**config.mk**
```make
export PLATFORM = sky130hd
export DESIGN_NAME = fetch_unit
export DESIGN_NICKNAME = d
export VERILOG_FILES = /design/src/logic/bus_pkg.sv /design/src/logic/fetch_unit.sv
export SDC_FILE = /design/constraint.sdc
export NUM_CORES = 1
export LEC_CHECK = 0
export BUFFER_PORTS_ARGS = -buffer_cell sky130_fd_sc_hd__buf_2
export CORE_MARGIN = 1
export CORE_UTILIZATION = 32
export DETAILED_ROUTE_END_ITERATION = 10
export GPL_ROUTABILITY_DRIVEN = 0
export GPL_TIMING_DRIVEN = 0
export PLACE_DENSITY = 0.76
export SYNTH_ARGS = -nofsm -noshare
export SYNTH_HDL_FRONTEND = slang
export SYNTH_SLANG_ARGS = --single-unit
export TNS_END_PERCENT = 10
```
**constraint.sdc**
```tcl
create_clock -name clock -period 2.7 [get_ports clock]
set_clock_uncertainty 0.05 [all_clocks]
set_input_delay 0.54 -clock clock [delete_from_list [all_inputs] [get_ports clock]]
set_output_delay 0.54 -clock clock [all_outputs]
set_load 0.05 [all_outputs]
```
**src/logic/bus_pkg.sv**
```systemverilog
package bus_pkg;

  localparam int addr_width = 32;
  localparam int data_width = 32;
  localparam int strb_width = data_width / 8;
  localparam logic [2:0] size_code_word = 3'd2;

  // Word memory behind the bus
  localparam int mem_words = 1024;
  localparam int mem_index_bits = $clog2(mem_words);

  typedef enum logic [1:0] {
    resp_okay   = 2'b00,
    resp_slverr = 2'b10
  } resp_e;

  typedef struct packed {
    logic                  ar_valid;
    logic [addr_width-1:0] ar_addr;
    logic [2:0]            ar_size;
    logic                  r_ready;
    logic                  aw_valid;
    logic [addr_width-1:0] aw_addr;
    logic [2:0]            aw_size;
    logic                  w_valid;
    logic [data_width-1:0] w_data;
    logic [strb_width-1:0] w_strb;
    logic                  b_ready;
  } bus_req_t;

  typedef struct packed {
    logic                  ar_ready;
    logic                  r_valid;
    logic [data_width-1:0] r_data;
    resp_e                 r_resp;
    logic                  aw_ready;
    logic                  w_ready;
    logic                  b_valid;
    resp_e                 b_resp;
  } bus_rsp_t;

endpackage

```
**src/logic/fetch_unit.sv**
```systemverilog
`timescale 1ns/1ns

module fetch_unit (
  input  logic              clock,
  input  logic              reset,
  input  logic              fetch_start,
  input  logic [31:0]       fetch_pc,
  output logic              busy,
  output logic              instr_valid,
  output logic              fetch_fault,
  output logic [31:0]       instr,
  output bus_pkg::bus_req_t bus_req,
  input  bus_pkg::bus_rsp_t bus_rsp
);
  import bus_pkg::*;

  logic                  ar_valid, r_ready;
  logic [addr_width-1:0] addr_q;
  logic                  start, r_done;

  assign start  = fetch_start && !busy;
  assign r_done = r_ready && bus_rsp.r_valid;

  always_ff @(posedge clock) begin
    if (reset) begin
      busy <= 1'b0;
      ar_valid <= 1'b0;
      r_ready <= 1'b0;
      instr_valid <= 1'b0;
      fetch_fault <= 1'b0;
    end else begin
      instr_valid <= 1'b0;
      fetch_fault <= 1'b0;
      if (start) begin
        busy <= 1'b1;
        ar_valid <= 1'b1;
      end
      if (ar_valid && bus_rsp.ar_ready) begin
        ar_valid <= 1'b0;
        r_ready <= 1'b1;
      end
      if (r_done) begin
        r_ready <= 1'b0;
        busy <= 1'b0;
        instr_valid <= 1'b1;
        fetch_fault <= bus_rsp.r_resp != resp_okay;
      end
    end
  end

  // Word aligned fetch address
  always_ff @(posedge clock) begin
    if (start) begin
      addr_q <= {fetch_pc[31:2], 2'b00};
    end
    if (r_done) begin
      instr <= bus_rsp.r_data;
    end
  end

  always_comb begin
    bus_req = '0;
    bus_req.ar_valid = ar_valid;
    bus_req.ar_addr  = addr_q;
    bus_req.ar_size  = size_code_word;
    bus_req.r_ready  = r_ready;
  end

  a_no_start_busy: assert property (@(posedge clock) disable iff (reset)
    busy |-> !fetch_start);

endmodule

```
==> impl_metrics.ini, run 1 <==
[cts]
clock-sinks = 67
numCtsBuffers = 9
post-cts-setup-buffers = 0
cts-root-buf = clkbuf_8
cts-htree-levels = 3
cts_tree = yes
ctsHoldBuffers = 0
clock_latency_ps = 330
ctsResizeCount = 0
clk_pin_slew_ps = 70
max-clock-path-buffers = 2

[setup_path]
endpoint_kind = flip-flop
worst-path-buf-inv = 1
crit_type = flip-flop to flip-flop
cpMaxStageDelayCell = inv_1
cp_slowest_stage_delay_ps = 890
path_cells = nand2_1 -> inv_1
cp-start-kind = flip-flop
path_max_fanout = 33
arrival_ps = 1700
cpLargestDelayFamily = buffers and inverters
required_ps = 2590

[layout]
final_nets = 464
drive_above_1_share = 0.598
syn2layout_area_growth_pct = 49.5
mostFrequentLayoutCells = 135 x buf_2, 81 x buf_4, 79 x conb_1, 62 x edfxtp_1, 9 x clkbuf_8
final_common_cell = buf_2
insertedDiodeCount = 0

[die]
die_w_um = 93.1
initial_core_util = 0.337
die-area_mm2 = 0.00866
coreArea_mm2 = 0.00789
fp-row-count = 32
num_io_pins = 222
die_h_um = 93.1

[synthesis]
syn_inst = 164
ys_types = 15
ys_ff_latch = 67
netlist_area_mm2 = 0.00266
syn_avg_cell_area_um2 = 16.2
ys_warn_count = 0
ys_seq_area_frac = 0.739

[global_routing]
grt_pass1_vias = 1631
antenna_found_initial = 0
gr-usage-all-layers = 0.134
grt_pass1_wl_mm = 8.39
gr-total-overflow = 0
grt_max_degree = 34

[detailed_routing]
vias = 1739
post-route-drc-count = 0
drt_iter0_markers = 70
wl_per_cell_um = 12.1
vias_per_cell = 3.51
ant_nets = 0
drt-pass1-iter-count = 4
totalWireLength_mm = 5.98

[timing]
min_period_ps = 1810
drv_slew = 0
slew_headroom = 0.178
max_freq_mhz = 553
setup_slack_ps = 893
tightest_slew_ps = 1230
hold_viol = 0
period_share = 0.669
setup_tns_ps = 0
setup_violations = 0
rsz0062_at_grt = false

[power_and_ir_drop]
ir_drop_uv = 292
cellPowerDensity_mw_per_mm2 = 643
p_leak_uw = 0.00201

[placed_design]
portBuffers = 135
dp_hpwl_mm = 4.95
preCtsSetupSlack_ps = 636

[run_status]
outcome = completed

[hold_path]
hold_class = primary input to flip-flop

[flow_run]
cap_violations = 0
-- synth_stat cells --
cell type / instances / area share
conb_1: 2 / 0.0028
nor2b_1: 1 / 0.0024
nand2b_1: 1 / 0.0024
nor3b_1: 1 / 0.0028
nand2_1: 1 / 0.0014
edfxtp_1: 62 / 0.70
nor2_1: 4 / 0.0057
a21oi_1: 1 / 0.0019
nor3_2: 1 / 0.0038
nor3_1: 1 / 0.0019
nand3b_1: 1 / 0.0028
buf_4: 81 / 0.23
a21o_1: 1 / 0.0028
inv_1: 1 / 0.0014
dfxtp_1: 5 / 0.038
-- power by group --
part	leakage (uW)	switching, uW	internal (uW)
clock network	0.000103	365	424
logic	0.00129	428	147
registers	0.000616	11.0	1180
total	0.00201	804	1750
-- flip-flops by register name, indices dropped and copies added, names as in the netlist --
name and count:
ar_valid 1, addr_q 30, instr_valid 1, instr 32
r_ready 1, fetch_fault 1, busy 1
-- routing by layer --
layer  routed length, um  up-vias  GRT usage
met5                   0        -          0
li1                    -      851          -
met3                 786        9     0.0585
met2                3070      142      0.227
met1                2020      737      0.143
met4                 106        0     0.0590
-- through the flow --
step / std cells / cell area [um2] / total power (uW) / util / hold slack, ps
global route: 495 / 3970 / 2650 / 0.503 / 305
CTS: 495 / 3970 / 2570 / 0.503 / 310
finish: 495 / 3970 / 2550 / 0.503 / 331
global placement: 478 / 3750 / 1770 / 0.475 / 435
floorplan: 241 / 2940 / 1680 / - / 410
detailed placement: 479 / 3780 / 1780 / 0.479 / 456
-- worst paths after layout --
check / depth (start not counted) / to / slack (ps) / from
setup / recovery: 2 / instr[26]$_DFFE_PP_ / 890 / r_ready$_SDFFE_PP0P_
hold / removal: 1 / instr[22]$_DFFE_PP_ / 330 / bus_rsp[29]
setup reg to reg: 2 / instr[26]$_DFFE_PP_ / 890 / r_ready$_SDFFE_PP0P_
hold reg to reg: 2 / r_ready$_SDFFE_PP0P_ / 460 / r_ready$_SDFFE_PP0P_
-- kinds of logic after synthesis --
group,after synthesis,synth area share
other,2,0.00283
buffers and inverters,82,0.230
DFF,67,0.739
AOI/OAI and AO/OA,2,0.00471
and+or+nand+nor,11,0.0231
-- worst register-to-register path: stages (launching register included) --
cell,delay [ps]
dfxtp_1,370
nand2_1,100
inv_1,890
-- final cells by class --
class	count	area (um2)
well taps	102	128
plain buffers	81	608
clock inverters	7	67.6
inverters	1	3.75
flip-flops and latches	67	1960
clock buffers	9	124
fillers	690	3920
repair buffers	136	703
multi-input cells	92	373
(Power assumes the default switching activity.)
==> inputs of run 2 (changes only) <==
PLACE_DENSITY = 0.78   (was 0.76)
clock period = 1.6 ns   (was 2.7 ns; I/O delays follow)
==> run 2 against run 1 <==
  * Critical path depth did not move
  * Via count fell by 0.46%
  * Highest routed layer unchanged
  * Largest cell class unchanged
  * Sequential share of layout area rose by 0.078 points
  * Die area did not move
  * Global-route usage fell by 0.58 points
  * Worst hold slack got worse by 220 ps
  * Utilization barely moved
  * Sequential power rose by 69%
  * Combinational power rose by 67%
==> impl_metrics.ini, run 2 (synthesized netlist as in run 1, its figures left out) <==
[cts]
cts-htree-levels = 3
clock-sinks = 67
numCtsBuffers = 9
clk_pin_slew_ps = 70
ctsHoldBuffers = 0
ctsResizeCount = 2
clock_latency_ps = 320
cts_tree = yes
cts-root-buf = clkbuf_8
post-cts-setup-buffers = 0
max-clock-path-buffers = 2

[timing]
slew_headroom = 0.435
rsz0062_at_grt = true
hold_viol = 0
setup_violations = 0
max_freq_mhz = 653
period_share = 0.957
min_period_ps = 1530
setup_tns_ps = 0
holdWs_ps = 111
tightest_slew_ps = 846
drv_slew = 0

[setup_path]
crit_type = flip-flop to flip-flop
path_max_fanout = 33
arrival_ps = 1340
cp-start-kind = flip-flop
endpoint_kind = flip-flop
required_ps = 1400

[layout]
largest_register = instr
final_common_cell = buf_2
drive_above_1_share = 0.597
largest_register_ffs = 32
syn2layout_area_growth_pct = 49.3
mostFrequentLayoutCells = 135 x buf_2, 81 x buf_4, 79 x conb_1, 62 x edfxtp_1, 11 x clkbuf_8
fin_area_mm2 = 0.00397
fin_util = 0.503
insertedDiodeCount = 0
final_nets = 463
largestRegisters = instr (32), addr_q (30)

[global_routing]
top_usage_layer = met2
grt_pass1_wl_mm = 8.02
use_met1 = 0.130
gr-usage-all-layers = 0.128
gr-total-overflow = 0
grt.met3_usage = 0.0504
grt_max_degree = 34
antenna_found_initial = 0
met2_usage = 0.230
grt_pass1_vias = 1613

[detailed_routing]
post-route-drc-count = 0
vias_per_cell = 3.50
drt_iter0_markers = 69
ant_nets = 0
vias = 1731
drt-pass1-iter-count = 4
wl_per_cell_um = 11.9
totalWireLength_mm = 5.90

[placed_design]
placed_cell_area_mm2 = 0.00375
dp_hpwl_mm = 4.77
portBuffers = 135

[run_status]
outcome = completed

[die]
initial_core_util = 0.337
fp-row-count = 32
die_w_um = 93.1
coreArea_mm2 = 0.00789
num_io_pins = 222
die_h_um = 93.1
die-area_mm2 = 0.00866

[flow_run]
cap_violations = 0

[hold_path]
hold_class = primary input to flip-flop

[power_and_ir_drop]
ir_drop_uv = 325
total_power_uw = 4340
cellPowerDensity_mw_per_mm2 = 1090
p_leak_uw = 0.00199
-- run 2: per-stage QoR --
step | cells | worst slack, ps
after CTS | 494 | 28.8
after global placement | 478 | -201
after global routing | 494 | -8.80
after detailed placement | 478 | -265
after floorplan | 241 | 75.4
final | 494 | 68.7
-- run 2: area by class of cell --
class | count | area [um2]
inverters | 1 | 7.51
clock inverters | 3 | 38.8
clock buffers | 13 | 159
multi-input cells | 92 | 385
well taps | 102 | 128
fillers | 675 | 3920
repair buffers | 135 | 676
plain buffers | 81 | 608
flip-flops and latches | 67 | 1960
-- run 2: per-layer routing --
metal  routed length, um  vias up  share of wire
met5                   0        -              0
met1                2010      740           0.34
li1                    -      848              -
met4                 105        0          0.018
met3                 755        9           0.13
met2                3030      134           0.51
-- run 2: power breakdown --
part	internal [uW]	switching (uW)	total (uW)
logic	240	721	961
registers	1990	18.3	2010
clock network	799	575	1370
total	3030	1310	4340
-- run 2: critical path, cell delays in order, from the launching register on --
cell,delay (ps)
dfxtp_2,350
nand2_4,90
clkinvlp_4,570
-- run 2: path summary, 6_finish.rpt --
kind / startpoint / to / slack [ps] / cells past startpoint
setup / recovery: r_ready$_SDFFE_PP0P_ / instr[30]$_DFFE_PP_ / 70 / 2
hold / removal: bus_rsp[36] / instr[29]$_DFFE_PP_ / 110 / 1
setup reg to reg: r_ready$_SDFFE_PP0P_ / instr[30]$_DFFE_PP_ / 70 / 2
hold reg to reg: ar_valid$_SDFFE_PP0P_ / r_ready$_SDFFE_PP0P_ / 470 / 2
