===== src/logic/bus_pkg.sv =====
package bus_pkg;

  localparam int addr_width = 32;
  localparam int data_width = 32;
  localparam int strb_width = data_width / 8;
  localparam logic [2:0] size_code_word = 3'd2;

  // Word memory behind the bus
  localparam int mem_words = 1024;
  localparam int mem_index_bits = $clog2(mem_words);

  typedef enum logic [1:0] {
    resp_okay   = 2'b00,
    resp_slverr = 2'b10
  } resp_e;

  typedef struct packed {
    logic                  ar_valid;
    logic [addr_width-1:0] ar_addr;
    logic [2:0]            ar_size;
    logic                  r_ready;
    logic                  aw_valid;
    logic [addr_width-1:0] aw_addr;
    logic [2:0]            aw_size;
    logic                  w_valid;
    logic [data_width-1:0] w_data;
    logic [strb_width-1:0] w_strb;
    logic                  b_ready;
  } bus_req_t;

  typedef struct packed {
    logic                  ar_ready;
    logic                  r_valid;
    logic [data_width-1:0] r_data;
    resp_e                 r_resp;
    logic                  aw_ready;
    logic                  w_ready;
    logic                  b_valid;
    resp_e                 b_resp;
  } bus_rsp_t;

endpackage


===== src/logic/lsu_pkg.sv =====
package lsu_pkg;

  // Numeric value doubles as the bus size code
  typedef enum logic [1:0] {
    size_byte = 2'd0,
    size_half = 2'd1,
    size_word = 2'd2
  } access_size_e;

  typedef struct packed {
    logic         ren;
    logic         wen;
    access_size_e size;
    logic         sext;
    logic [31:0]  addr;
    logic [31:0]  wsrc;
    logic [31:0]  pc;
    logic [31:0]  pass_data;
  } lsu_cmd_t;

  typedef enum logic [1:0] {
    lsu_idle,
    lsu_request,
    lsu_wait
  } lsu_state_e;

endpackage


===== src/logic/load_store_unit.sv =====
`timescale 1ns/1ns

module load_store_unit (
  input  logic              clock,
  input  logic              reset,
  input  logic              execute_valid,
  input  lsu_pkg::lsu_cmd_t cmd,
  input  logic              clear_pipeline,
  output logic              block,
  output logic              ls_valid,
  output logic              load_misaligned,
  output logic              store_misaligned,
  output logic              bus_fault,
  output logic [31:0]       lsu_pc,
  output logic [31:0]       r_wdata,
  output bus_pkg::bus_req_t bus_req,
  input  bus_pkg::bus_rsp_t bus_rsp
);
  import bus_pkg::*;
  import lsu_pkg::*;

  lsu_cmd_t   cmd_q;
  lsu_state_e state;
  logic       squash;
  logic       ar_valid, aw_valid, w_valid, r_ready, b_ready;
  logic [31:0] req_addr, req_wdata;
  logic [2:0]  req_size;
  logic [3:0]  req_strb, strb_base;
  logic [1:0]  offset;
  logic        misaligned;
  logic [31:0] shifted, load_data;
  logic        ar_done, aw_done, w_done, r_done, b_done, resp_bad;

  assign offset = cmd_q.addr[1:0];

  always_comb begin
    case (cmd_q.size)
      size_byte: misaligned = 1'b0;
      size_half: misaligned = offset == 2'd3;
      default:   misaligned = offset != 2'd0;
    endcase
  end

  always_comb begin
    case (cmd_q.size)
      size_byte: strb_base = 4'b0001;
      size_half: strb_base = 4'b0011;
      default:   strb_base = 4'b1111;
    endcase
  end

  // Read data back down to lane zero
  assign shifted = bus_rsp.r_data >> {offset, 3'b000};

  always_comb begin
    case (cmd_q.size)
      size_byte: load_data = {{24{cmd_q.sext & shifted[7]}}, shifted[7:0]};
      size_half: load_data = {{16{cmd_q.sext & shifted[15]}}, shifted[15:0]};
      default:   load_data = shifted;
    endcase
  end

  assign ar_done = ar_valid && bus_rsp.ar_ready;
  assign aw_done = aw_valid && bus_rsp.aw_ready;
  assign w_done  = w_valid && bus_rsp.w_ready;
  assign r_done  = r_ready && bus_rsp.r_valid;
  assign b_done  = b_ready && bus_rsp.b_valid;
  assign resp_bad = r_done ? (bus_rsp.r_resp != resp_okay) : (bus_rsp.b_resp != resp_okay);

  always_ff @(posedge clock) begin
    if (!block) begin
      cmd_q <= cmd;
    end
    if (state == lsu_request) begin
      req_addr  <= cmd_q.addr;
      req_size  <= {1'b0, cmd_q.size};
      req_wdata <= cmd_q.wsrc << {offset, 3'b000};
      req_strb  <= strb_base << offset;
    end
  end

  // ##############################
  // Control
  always_ff @(posedge clock) begin
    if (reset) begin
      state <= lsu_idle;
      block <= 1'b0;
      squash <= 1'b0;
      ls_valid <= 1'b0;
      bus_fault <= 1'b0;
      load_misaligned <= 1'b0;
      store_misaligned <= 1'b0;
      ar_valid <= 1'b0;
      aw_valid <= 1'b0;
      w_valid <= 1'b0;
      r_ready <= 1'b0;
      b_ready <= 1'b0;
    end else begin
      ls_valid <= 1'b0;
      bus_fault <= 1'b0;

      if (ar_done) begin
        ar_valid <= 1'b0;
        r_ready <= 1'b1;
      end
      if (aw_done) begin
        aw_valid <= 1'b0;
      end
      if (w_done) begin
        w_valid <= 1'b0;
        b_ready <= 1'b1;
      end
      if (r_done) begin
        r_ready <= 1'b0;
      end
      if (b_done) begin
        b_ready <= 1'b0;
      end

      case (state)
        lsu_request: begin
          if (clear_pipeline) begin
            state <= lsu_idle;
          end else if (misaligned) begin
            load_misaligned <= cmd_q.ren;
            store_misaligned <= cmd_q.wen;
            block <= 1'b0;
            state <= lsu_idle;
          end else begin
            ar_valid <= cmd_q.ren;
            aw_valid <= cmd_q.wen;
            w_valid <= cmd_q.wen;
            state <= lsu_wait;
          end
        end
        lsu_wait: begin
          if (r_done || b_done) begin
            if (squash) begin
              squash <= 1'b0;
              state <= (block && !clear_pipeline) ? lsu_request : lsu_idle;
            end else begin
              ls_valid <= !clear_pipeline;
              bus_fault <= resp_bad && !clear_pipeline;
              block <= 1'b0;
              state <= lsu_idle;
              if (r_done) begin
                r_wdata <= load_data;
              end
            end
          end
        end
        default: ;
      endcase

      if (clear_pipeline) begin
        block <= 1'b0;
        load_misaligned <= 1'b0;
        store_misaligned <= 1'b0;
        // Transaction on the bus drains without a result
        if (state == lsu_wait && !(r_done || b_done)) begin
          squash <= 1'b1;
        end
      end else if (!block && execute_valid) begin
        lsu_pc <= cmd.pc;
        r_wdata <= cmd.pass_data;
        load_misaligned <= 1'b0;
        store_misaligned <= 1'b0;
        if (cmd.ren || cmd.wen) begin
          block <= 1'b1;
          if (state != lsu_wait || r_done || b_done) begin
            state <= lsu_request;
          end
        end else begin
          ls_valid <= 1'b1;
        end
      end
    end
  end

  always_comb begin
    bus_req = '0;
    bus_req.ar_valid = ar_valid;
    bus_req.ar_addr  = req_addr;
    bus_req.ar_size  = req_size;
    bus_req.r_ready  = r_ready;
    bus_req.aw_valid = aw_valid;
    bus_req.aw_addr  = req_addr;
    bus_req.aw_size  = req_size;
    bus_req.w_valid  = w_valid;
    bus_req.w_data   = req_wdata;
    bus_req.w_strb   = req_strb;
    bus_req.b_ready  = b_ready;
  end

  // Address and data channels open together and hold until a transfer
  a_aw_w_together: assert property (@(posedge clock) disable iff (reset)
    ($rose(aw_valid || w_valid) || $past(aw_valid && w_valid && !(aw_done || w_done)))
      |-> (aw_valid && w_valid));

  a_one_direction: assert property (@(posedge clock) disable iff (reset)
    !(ar_valid && aw_valid));

endmodule


===== config.mk =====
export PLATFORM = sky130hd
export DESIGN_NAME = load_store_unit
export DESIGN_NICKNAME = d
export VERILOG_FILES = /design/src/logic/bus_pkg.sv /design/src/logic/lsu_pkg.sv /design/src/logic/load_store_unit.sv
export SDC_FILE = /design/constraint.sdc
export NUM_CORES = 1
export LEC_CHECK = 0
export BUFFER_PORTS_ARGS = -buffer_cell sky130_fd_sc_hd__buf_2
export CORE_AREA = 4 4 147 163
export DETAILED_ROUTE_END_ITERATION = 10
export DIE_AREA = 0 0 151 167
export HOLD_SLACK_MARGIN = 0.1
export PLACE_DENSITY = 0.67
export SETUP_SLACK_MARGIN = 0.5
export SLEW_MARGIN = 20
export SYNTH_ARGS = -nofsm -noshare
export SYNTH_HDL_FRONTEND = slang
export SYNTH_SLANG_ARGS = --single-unit
export TNS_END_PERCENT = 5

===== constraint.sdc =====
create_clock -name clock -period 3.65 [get_ports clock]
set_clock_uncertainty 0.15 [all_clocks]
set_input_delay 0.73 -clock clock [delete_from_list [all_inputs] [get_ports clock]]
set_output_delay 0.73 -clock clock [all_outputs]
set_load 0.02 [all_outputs]

==> metrics <==
Yosys cell types 44; most common cell after layout, fill and taps aside buf_2; Setup-failing EPs final 0; Routed Antenna Nets 0; Fmax 419.3 MHz; # port buffers 355; Hold Path Depth 1; fin crit share 65.34%; initial drt markers 275; Max VDD drop 475.6 uV; H-tree depth 1; status completed; most frequent cells in the layout buf_2, edfxtp_1, nand2_1, nor2_1, mux2i_1; RR Endpoint r_wdata[16]; Slew headroom 45.15%; Avg Synthesized Cell Area 14.65 sq um; Tot Pwr 5907 uW; Max Cap Violations 0; nets 1104; clock buffer depth 3; area delta synth->final 29.57%; Die X-Extent 151 microns; CTS tree yes; Worst Path Max Fanout 16; PostCTS Resize Cnt 0; placed cell count 1194; Hold-fix buffers, CTS 0; cell taking the most area after synthesis edfxtp_1; Core Rows 57; worst hold start cmd[128]; CP bufs+invs 2; CTS sink cnt 216; crit-path max cell delay 0.46 ns; largest net degree at the start of global routing 43; via/cell ratio 4.814; clock period minus worst slack 2.385 ns; FF-to-FF path depth 7; DIE AREA 0.02522 sq mm; Placer Congestion 0.7992; unrepaired setup endpoints after global routing no; Post-Syn Instances 599; overall global routing resource usage 17.15%; Worst-Margin Slew 0.8228 ns; layout cells sized above 1 46.70%; Worst-Skew Late Latency 0.51 ns; Final WS setup 1.265 ns; Setup TNS 0 ns; Seq/Total Area, Yosys 72.42%; Yosys top cell area share 69.45%; CP max stage cell and4b_1; final hold slack 0.2479 ns; critical path capture point type register; GR Overflow Total 0; 1st-pass router iterations 5; total wire length 22840 microns; top cells by area, synth edfxtp_1, buf_4, dfxtp_1; PD cells 519.4 mW/mm^2; critical path type register to register; first-pass GRT wire length 33620 microns; reg-to-reg startpoint state[0]; Setup Fix Bufs, Post-CTS 0; P_leak 0.004628 uW; initial antenna violation count 5; total CTS buffers 23; CP Data Arrival Time 2.48 ns; Mapped Area 0.008777 sq mm; Hold Crit Class input port to register; DRC errors left 0; hold path endpoint cmd_q[128]; count of state elements after synthesis 216; mean routed wirelength per cell 18.48 microns; Root Buffer clkbuf_16; r2r setup slk 1.27 ns; clock-pin slew on the worst setup and hold paths 0.06 ns; Starting Density 39.70%; total number of vias 5950; vias in the first global route 5959; Critical Path Start Type register; Post-DP HPWL 16960 microns; Max Slew Vio Count 0; post-route insts no fill 1236; Die Y 167 microns; I/O pins 358; core box area 0.02211 sq mm; Top Family by Delay on Critical Path compound AO/OA/AOI/OAI gates; final hold violation count 0; Place WS 1.036 ns; CP required 3.74 ns; crit path cell chain inv_1 > ha_1 > and4b_1 > o311ai_2 > a211oi_4 > buf_4 > a21oi_1; Yosys warnings 0
## cells by family after synthesis
kind of cell	count (synthesis)	share of synthesized area, %
other cells	1	0.04272
mux	45	5.531
fa+ha+maj	2	0.2851
flops	216	72.42
simple gates	141	7.584
buf+inv	76	5.431
compound gates	118	8.710
## Yosys cell counts (all sizes together)
cell type and n:
edfxtp 203, buf 61, nand2 50, nor2 40
a21oi 35, mux2i 26, o21ai 24, o22ai 24
mux2 18, and2 17, dfxtp 13, a211oi 11
nor2b 11, a31oi 9, clkbuf 9, o211ai 8
inv 6, nand2b 5, nor3 4, nand3 3
nand4b 3, ha 2, nand4 2, o311ai 2
a2111oi 1, a21boi 1, a22oi 1, and3 1
and4b 1, conb 1, mux4 1, nand3b 1
o31a 1, o32ai 1, or2 1, or3 1
or3b 1
## how the worst max path moves through the flow
stage,depth (start not counted),endpoint,startpoint
5_1_grt,7,r_wdata[16],state[0]
2_1_floorplan,5,aw_valid,state[1]
6_report,7,r_wdata[16],state[0]
3_3_place_gp,6,r_wdata[29],clear_pipeline
4_1_cts,7,r_wdata[19],state[0]
3_5_place_dp,6,r_wdata[20],clear_pipeline
## metal layers
| metal | vias up | share of wire (%) | track usage (%) | wire [microns] |
|---|---|---|---|---|
| met5 | - | 0.22 | 0 | 50 |
| met4 | 8 | 1.5 | 4.140 | 340 |
| met3 | 33 | 10 | 5.027 | 2276 |
| met2 | 260 | 51 | 30.15 | 11660 |
| met1 | 2795 | 37 | 20.61 | 8509 |
| li1 | 2854 | - | - | - |
## cell type report
| cell class | instances | area, sq um |
|---|---|---|
| diodes | 1 | 2.502 |
| clock buffers | 26 | 586.8 |
| clock inverters | 15 | 172.7 |
| fillers | 1927 | 10740 |
| inverters | 6 | 22.52 |
| multi-input cells | 308 | 1968 |
| flip-flops and latches | 216 | 6356 |
| well taps | 295 | 369.1 |
| repair buffers | 369 | 1894 |
## sequential cells by signal (all words and copies together), names as in the netlist, 2 cells and up, named ones only
signal / cells
req_addr: 32
req_strb: 4
req_size: 2
req_wdata: 32
state: 2
cmd_q: 69
r_wdata: 32
lsu_pc: 32
## report_power, final
group          total (uW)  internal [uW]  switching (uW)
Combinational         619            234             385
Sequential           2950           2890            63.2
Clock                2340           1430             905
Total                5910           4550            1350
## per-stage QoR
stage               area [sq um]  utilization (%)
floorplan                   8783                -
finish                     11370            51.44
global route               11370            51.44
global placement           10610            47.99
CTS                        11370            51.43
detailed placement         10610            47.99
(Power assumes the default switching activity.)
