**src/logic/bus_pkg.sv**
```systemverilog
package bus_pkg;

  localparam int addr_width = 32;
  localparam int data_width = 32;
  localparam int strb_width = data_width / 8;
  localparam logic [2:0] size_code_word = 3'd2;

  // Word memory behind the bus
  localparam int mem_words = 1024;
  localparam int mem_index_bits = $clog2(mem_words);

  typedef enum logic [1:0] {
    resp_okay   = 2'b00,
    resp_slverr = 2'b10
  } resp_e;

  typedef struct packed {
    logic                  ar_valid;
    logic [addr_width-1:0] ar_addr;
    logic [2:0]            ar_size;
    logic                  r_ready;
    logic                  aw_valid;
    logic [addr_width-1:0] aw_addr;
    logic [2:0]            aw_size;
    logic                  w_valid;
    logic [data_width-1:0] w_data;
    logic [strb_width-1:0] w_strb;
    logic                  b_ready;
  } bus_req_t;

  typedef struct packed {
    logic                  ar_ready;
    logic                  r_valid;
    logic [data_width-1:0] r_data;
    resp_e                 r_resp;
    logic                  aw_ready;
    logic                  w_ready;
    logic                  b_valid;
    resp_e                 b_resp;
  } bus_rsp_t;

endpackage

```
**src/logic/bus_arbiter.sv**
```systemverilog
`timescale 1ns/1ns

module bus_arbiter (
  input  logic              clock,
  input  logic              reset,
  input  bus_pkg::bus_req_t lsu_req,
  input  bus_pkg::bus_req_t fetch_req,
  output bus_pkg::bus_rsp_t lsu_rsp,
  output bus_pkg::bus_rsp_t fetch_rsp,
  output bus_pkg::bus_req_t mem_req,
  input  bus_pkg::bus_rsp_t mem_rsp
);

  typedef enum logic [1:0] {
    owner_none,
    owner_lsu,
    owner_fetch
  } owner_e;

  owner_e owner;
  logic   last_fetch;
  logic   outstanding;
  logic   lsu_ask, fetch_ask, done, issue;

  assign lsu_ask   = lsu_req.ar_valid || lsu_req.aw_valid;
  assign fetch_ask = fetch_req.ar_valid || fetch_req.aw_valid;
  assign done  = (mem_req.r_ready && mem_rsp.r_valid) || (mem_req.b_ready && mem_rsp.b_valid);
  assign issue = (mem_req.ar_valid && mem_rsp.ar_ready) || (mem_req.aw_valid && mem_rsp.aw_ready);

  // ##############################
  // Grant, round-robin on a tie
  always_ff @(posedge clock) begin
    if (reset) begin
      owner <= owner_none;
      last_fetch <= 1'b1;
      outstanding <= 1'b0;
    end else begin
      case (owner)
        owner_none: begin
          if (lsu_ask && (!fetch_ask || last_fetch)) begin
            owner <= owner_lsu;
            last_fetch <= 1'b0;
          end else if (fetch_ask) begin
            owner <= owner_fetch;
            last_fetch <= 1'b1;
          end
        end
        default: begin
          if (done) begin
            owner <= owner_none;
          end
        end
      endcase

      if (done) begin
        outstanding <= 1'b0;
      end else if (issue) begin
        outstanding <= 1'b1;
      end
    end
  end

  // Losing master sees every ready and valid low
  always_comb begin
    mem_req = '0;
    lsu_rsp = '0;
    fetch_rsp = '0;
    case (owner)
      owner_lsu: begin
        mem_req = lsu_req;
        lsu_rsp = mem_rsp;
      end
      owner_fetch: begin
        mem_req = fetch_req;
        fetch_rsp = mem_rsp;
      end
      default: ;
    endcase
  end

  a_owner_stable: assert property (@(posedge clock) disable iff (reset)
    (outstanding && !done) |=> $stable(owner));

endmodule

```
**config.mk**
```make
export PLATFORM = sky130hd
export DESIGN_NAME = bus_arbiter
export DESIGN_NICKNAME = d
export VERILOG_FILES = /design/src/logic/bus_pkg.sv /design/src/logic/bus_arbiter.sv
export SDC_FILE = /design/constraint.sdc
export NUM_CORES = 1
export LEC_CHECK = 0
export ABC_AREA = 0
export BUFFER_PORTS_ARGS = -buffer_cell sky130_fd_sc_hd__buf_2
export CAP_MARGIN = 40
export CORE_AREA = 2 2 177 179
export CTS_CLUSTER_SIZE = 24
export DETAILED_ROUTE_END_ITERATION = 8
export DIE_AREA = 0 0 179 181
export PLACE_DENSITY_LB_ADDON = 0.1
export SETUP_SLACK_MARGIN = 0.5
export SYNTH_ARGS = -nofsm -noshare
export SYNTH_HDL_FRONTEND = slang
export SYNTH_SLANG_ARGS = --single-unit
```
**constraint.sdc**
```tcl
create_clock -name clock -period 1.6 [get_ports clock]
set_input_delay 0.16 -clock clock [delete_from_list [all_inputs] [get_ports clock]]
set_output_delay 0.16 -clock clock [all_outputs]
set_load 0.03 [all_outputs]
```
==> results.py, run 1 <==
metrics = {
    "timing": {
        "rsz0062_at_grt": "yes",
        "hold_viol": 0,
        "setup_violations": 166,
        "fin_worst_skew_ns": 0.00381,
        "finalCriticalPeriod_ns": 1.78,
        "worst_hold_slack_ns": 0.167,
        "fin_ws_ns": -0.184,
        "finalCritPeriodShare_pct": 111,
        "setup-tns-final_ns": -14.87,
        "max_freq_mhz": 561,
        "worst_slew_margin_rel_pct": 80.6,
        "drv_slew": 0,
        "worstMarginPinSlew_ns": 0.287,
    },
    "floorplan": {
        "die_h_um": 181,
        "rows": 64,
        "die_w_um": 179,
        "die_area_sq_mm": 0.0324,
        "core_sq_mm": 0.0303,
        "ios": 458,
        "initial_core_util_pct": 8.18,
    },
    "cells_and_area": {
        "final_cell_mix": "295 x buf_2, 82 x buf_6, 80 x a22oi_1",
        "syn2layout_area_growth_pct": 191,
        "final_cells": 1227,
        "drive_gt1_share_pct": 79.0,
        "nFillCells": 3418,
        "fin_nets": 1098,
        "final_common_cell": "buf_2",
    },
    "min_path": {
        "hold_path_class": "input pin to flop",
        "hp-start": "reset",
    },
    "clock_tree": {
        "cts_buffers": 3,
        "numClockSinks": 3,
        "cts_root_buf": "clkbuf_16",
        "clk_path_buf_depth": 2,
        "cts.clk_slew.worst_paths_ns": 0.03,
        "cts_tree": "yes",
        "htree_levels": 1,
        "clock_latency_ns": 0.22,
    },
    "routing": {
        "wl_per_cell_um": 17.3,
        "drc": 0,
        "finalWirelength_um": 21200,
        "vias": 4550,
        "drtIter0Drc": 121,
        "detail-route-antenna-nets": 0,
        "vias_per_cell": 3.71,
        "firstDrtPassIters": 6,
    },
    "pwr": {
        "ir_worst_vdd_mv": 0.412,
        "power.share.clock_pct": 5.1,
        "p_leak_nw": 3.29,
        "p_per_area_mw_per_mm2": 1070,
        "swShare_pct": 48.7,
        "intPower_mw": 3.98,
        "seqPwrFrac_pct": 1.4,
        "switching_power_mw": 3.77,
        "comb_power_share_pct": 93.4,
    },
    "logic_synthesis": {
        "synth.avg_cell_area_sq_um": 6.65,
        "synth_cell_types": 21,
        "synthCells": 373,
        "synth-seq-cells": 3,
        "synth_nets": 641,
        "yosysWarnings": 0,
        "seq_area_frac_synth_pct": 2.42,
        "synth_area_sq_mm": 0.00248,
        "synth_area_leaders": "a22oi_1 33%, nor2b_1 28%, and2_1 21%, clkbuf_1 4.4%, buf_2 2.8%",
        "synth_top_area_share_pct": 33.0,
        "yosys.area.top_type": "a22oi_1",
    },
    "global_route": {
        "grt_pass1_vias": 4309,
        "antenna_found_initial": 0,
        "grt_pass1_wl_um": 26900,
        "overflow": 0,
        "globalRouteMet2Util_pct": 21.8,
        "gr-max-usage-layer": "met2",
        "grt_max_degree": 51,
        "gr-usage-all-layers_pct": 10.9,
        "use_met3_pct": 1.37,
        "met1_usage_pct": 12.2,
    },
    "worst_setup_path": {
        "worstSetupEndpointType": "output port",
        "r2r_start": "owner[0]",
        "startpoint": "owner[0]",
        "crit_chain": "inv_2 -> ha_4 -> buf_12 -> buf_16 -> buf_8 -> nor2b_2 -> buf_4",
        "required_ns": 1.44,
        "cp_slowest_cell": "dfxtp_2",
        "crit_fanout": 6,
        "critPathKind": "flop to output port",
        "max_stage_delay_ns": 0.31,
        "cp.arrival_ns": 1.62,
        "startpoint_type": "flop",
    },
    "place": {
        "gp_congestion": 0.747,
        "dp_worst_setup_slack_ns": 0.0114,
        "dp_hpwl_um": 14900,
        "io_buffers": 457,
        "placedCellCount": 1191,
    },
    "outcome": {
        "violations": "setup timing",
        "status": "complete, but fails checks",
    },
    "run": {
        "cap_violations": 0,
    },
}
==> flip-flops by register name, summed over array words and instances (netlist names) <==
register,flops
owner,2
last_fetch,1
==> cells by family (layout without fill, tap and decap cells) <==
family | count (synthesis) | after routing | share of synthesized area, %
fa+ha+maj | 3 | 3 | 1.51
buf+inv | 48 | 504 | 8.88
other cells | 0 | 2 | 0
flops | 3 | 3 | 2.42
simple gates | 200 | 200 | 50.5
compound gates | 119 | 119 | 36.7
==> critical path: cells and delay by family, from the launching register on <==
kind          cells  cell delay (ns)
buf+inv           5             0.69
simple gates      1             0.14
fa+ha+maj         1             0.25
flops             1             0.31
==> power groups by stage <==
stage	sequential, mW	clock (mW)	combinational [mW]
finish	0.111	0.398	7.25
global route	0.114	0.419	7.71
CTS	0.109	0.407	6.21
detailed placement	0.117	0	5.07
global placement	0.117	0	5.14
floorplan	0.108	0	3.55
==> area by class of cell <==
cell class	instances	area (sq um)	area share [%]
timing repair buffer	498	3750	52.0
multi-input combinational	322	2820	39.0
tap	396	495	6.86
clock buffer	4	78.8	1.09
sequential	3	62.6	0.867
inverter	2	7.51	0.104
antenna	2	5.00	0.0693
==> layer usage <==
layer / routed length, um / up-vias
met5: 0 / -
met4: 151 / 0
met3: 1280 / 10
met2: 12000 / 198
met1: 7830 / 2104
li1: - / 2238
==> final timing paths <==
check,end,slack (ns),cells after the start
min reg2reg,last_fetch,0.52,1
max reg2reg,owner[0],-0.11,9
max,mem_req[13],-0.18,7
min,last_fetch,0.17,2
==> cell usage after synthesis (all sizes together) <==
cell and n:
a22oi 111, o41ai 1, nor2b 112, ha 3
o22ai 1, o31ai 2, o221ai 1, dfxtp 3
a211o 1, buf 17, nor3b 1, nand2b 1
inv 2, nand3b 3, nor2 1, and2 82
clkbuf 29, o21ai 2
==> timing repair <==
item / in CTS / in global routing
hold buffers: 0 / 0
pin swaps: 1 / 5
endpoints found under the setup margin: 196 / 196
endpoints found under the hold margin: 0 / 0
resized for setup: 149 / 220
setup buffers: 10 / 7
gates cloned: 4 / 9
==> through the flow <==
| stage | cell area [sq um] | utilization (%) | power, mW |
|---|---|---|---|
| after floorplan | 2830 | - | 3.65 |
| after global placement | 5550 | 18.3 | 5.26 |
| after detailed placement | 5550 | 18.3 | 5.18 |
| after CTS | 6310 | 20.8 | 6.73 |
| after global routing | 7210 | 23.8 | 8.24 |
| final | 7220 | 23.8 | 7.76 |
Power figures use the tool's default switching activity.
==> run 2: changes to the inputs <==
--- a/config.mk
+++ b/config.mk
@@ -9,3 +9,2 @@
 export BUFFER_PORTS_ARGS = -buffer_cell sky130_fd_sc_hd__buf_2
-export CAP_MARGIN = 40
 export CORE_AREA = 2 2 177 179
==> constraint.sdc (replaced) <==
create_clock -name clock -period 1.6 [get_ports clock]
set_input_delay 0.24 -clock clock [delete_from_list [all_inputs] [get_ports clock]]
set_output_delay 0.24 -clock clock [all_outputs]
set_load 0.03 [all_outputs]
==> results.py, run 2 (same netlist as run 1, synthesis figures left out) <==
metrics = {
    "cells_and_area": {
        "top_register": "owner",
        "final_cell_mix": "269 x buf_2, 144 x buf_6, 102 x a22oi_2",
        "final_common_cell": "buf_2",
        "reg_top3": "owner (2), last_fetch (1)",
        "final_cells": 1234,
        "multiInputGateArea_sq_mm": 0.00307,
        "register_area_sq_um": 67.6,
        "nFillCells": 3322,
        "fin_nets": 1105,
        "drive_gt1_share_pct": 87.9,
        "syn2layout_area_growth_pct": 217,
        "largest_register_ffs": 2,
    },
    "floorplan": {
        "initial_core_util_pct": 8.18,
        "core_sq_mm": 0.0303,
        "die_area_sq_mm": 0.0324,
        "ios": 458,
        "die_w_um": 179,
        "die_h_um": 181,
        "rows": 64,
    },
    "timing": {
        "drv_slew": 0,
        "worst_slew_margin_rel_pct": 81.9,
        "hold_viol": 0,
        "finalCritPeriodShare_pct": 116,
        "max_freq_mhz": 537,
        "worstMarginPinSlew_ns": 0.268,
        "setup_violations": 192,
        "finalCriticalPeriod_ns": 1.86,
        "fin_worst_skew_ns": 0.00142,
        "rsz0062_at_grt": "yes",
        "worst_hold_slack_ns": 0.237,
        "fin_ws_ns": -0.263,
    },
    "global_route": {
        "antenna_found_initial": 3,
        "grt_pass1_wl_um": 27100,
        "grt_max_degree": 41,
        "grt_pass1_vias": 4487,
        "overflow": 0,
        "gr-usage-all-layers_pct": 10.9,
    },
    "routing": {
        "vias_per_cell": 3.79,
        "finalWirelength_um": 20700,
        "vias": 4680,
        "wl_per_cell_um": 16.8,
        "detail-route-antenna-nets": 0,
        "drc": 0,
        "firstDrtPassIters": 4,
        "drtIter0Drc": 77,
    },
    "place": {
        "io_buffers": 457,
        "gp_congestion": 0.795,
        "dp_hpwl_um": 15100,
        "placedCellCount": 1204,
    },
    "outcome": {
        "violations": "setup timing",
        "status": "complete, but fails checks",
    },
    "worst_setup_path": {
        "critPathKind": "flop to output port",
        "r2r_slack_ns": 0.03,
        "max_stage_delay_ns": 0.36,
        "timing.rr.end": "owner[1]",
        "crit_chain": "inv_4 -> ha_4 -> buf_6 -> buf_12 -> buf_16 -> a22oi_2 -> nor2b_2 -> buf_6",
        "worstSetupEndpointType": "output port",
        "crit_fanout": 6,
        "worst-path-buf-inv": 5,
        "crit_top_cell": "buf_6",
        "crit_family": "buffers and inverters",
        "r2r_start": "owner[0]",
        "cp.arrival_ns": 1.62,
        "reg2reg_depth": 7,
        "required_ns": 1.36,
        "cp_slowest_cell": "dfxtp_4",
        "startpoint_type": "flop",
    },
    "clock_tree": {
        "cts_root_buf": "clkbuf_16",
        "htree_levels": 1,
        "cts_tree": "yes",
        "clk_path_buf_depth": 2,
        "cts_buffers": 3,
        "cts.clk_slew.worst_paths_ns": 0.03,
        "clock_latency_ns": 0.23,
        "numClockSinks": 3,
    },
    "pwr": {
        "ir_worst_vdd_mv": 0.293,
        "finalPower_mw": 7.66,
        "p_leak_nw": 3.36,
        "p_per_area_mw_per_mm2": 974,
    },
    "min_path": {
        "hp-start": "reset",
        "holdPathEnd": "last_fetch",
        "hold_path_class": "input pin to flop",
        "hold_depth": 2,
    },
    "run": {
        "cap_violations": 0,
    },
}
-- run 2: changes by cell type in the layout (fill, tap and decap cells not counted), moves of 21 or more --
| cell | before | now |
|---|---|---|
| a22oi_2 | 30 | 102 |
| a22oi_1 | 80 | 8 |
| buf_4 | 68 | 24 |
| buf_2 | 295 | 269 |
| nor2b_4 | 27 | 6 |
| buf_6 | 82 | 144 |
-- run 2: stage by stage --
step	worst slack [ns]	TNS, ns	util (%)	instance area, sq um
finish	-0.263	-29.34	25.9	7870
global route	-0.308	-40.77	25.9	7870
CTS	-0.255	-37.03	22.5	6820
detailed placement	-0.0747	-0.871	18.9	5750
global placement	-0.0685	-1.06	18.9	5750
floorplan	0.00294	0	-	2860
-- run 2: how the worst max path moves through the flow --
| stage | startpoint | endpoint | slack, ns | depth (start not counted) |
|---|---|---|---|---|
| 2_1_floorplan | owner[1] | mem_req[20] | 0.003 | 6 |
| 3_3_place_gp | owner[0] | owner[0] | -0.07 | 7 |
| 3_5_place_dp | owner[0] | owner[0] | -0.07 | 7 |
| 4_1_cts | owner[1] | mem_req[101] | -0.25 | 6 |
| 5_1_grt | owner[0] | mem_req[60] | -0.31 | 7 |
| 6_report | owner[0] | mem_req[103] | -0.26 | 8 |
-- run 2: layout make-up --
cell class,count,share of cell area (%)
inverters,2,0.159
diodes,2,0.0636
multi-input cells,322,39.0
clock buffers,4,1.00
repair buffers,505,52.6
well taps,396,6.30
flip-flops and latches,3,0.859
-- run 2: timing repair --
action,4_1_cts,5_1_grt
hold buffers,0,0
buffers inserted,5,5
cloned,4,10
resized for setup,244,258
setup endpoints to repair,196,196
pin swaps,2,4
-- run 2: metal layers --
| metal | vias up | wire [um] | track usage, % |
|---|---|---|---|
| li1 | 2264 | - | - |
| met1 | 2204 | 7910 | 12.2 |
| met2 | 194 | 11200 | 21.3 |
| met3 | 16 | 1310 | 2.00 |
| met4 | 2 | 281 | 1.92 |
| met5 | - | 12 | 0 |
-- run 2: power by group --
group	total [mW]	internal, mW	switching, mW	leakage (nW)
combinational	7.13	3.51	3.62	3.30
clock	0.404	0.329	0.0750	0.0382
sequential	0.123	0.0993	0.0234	0.0262
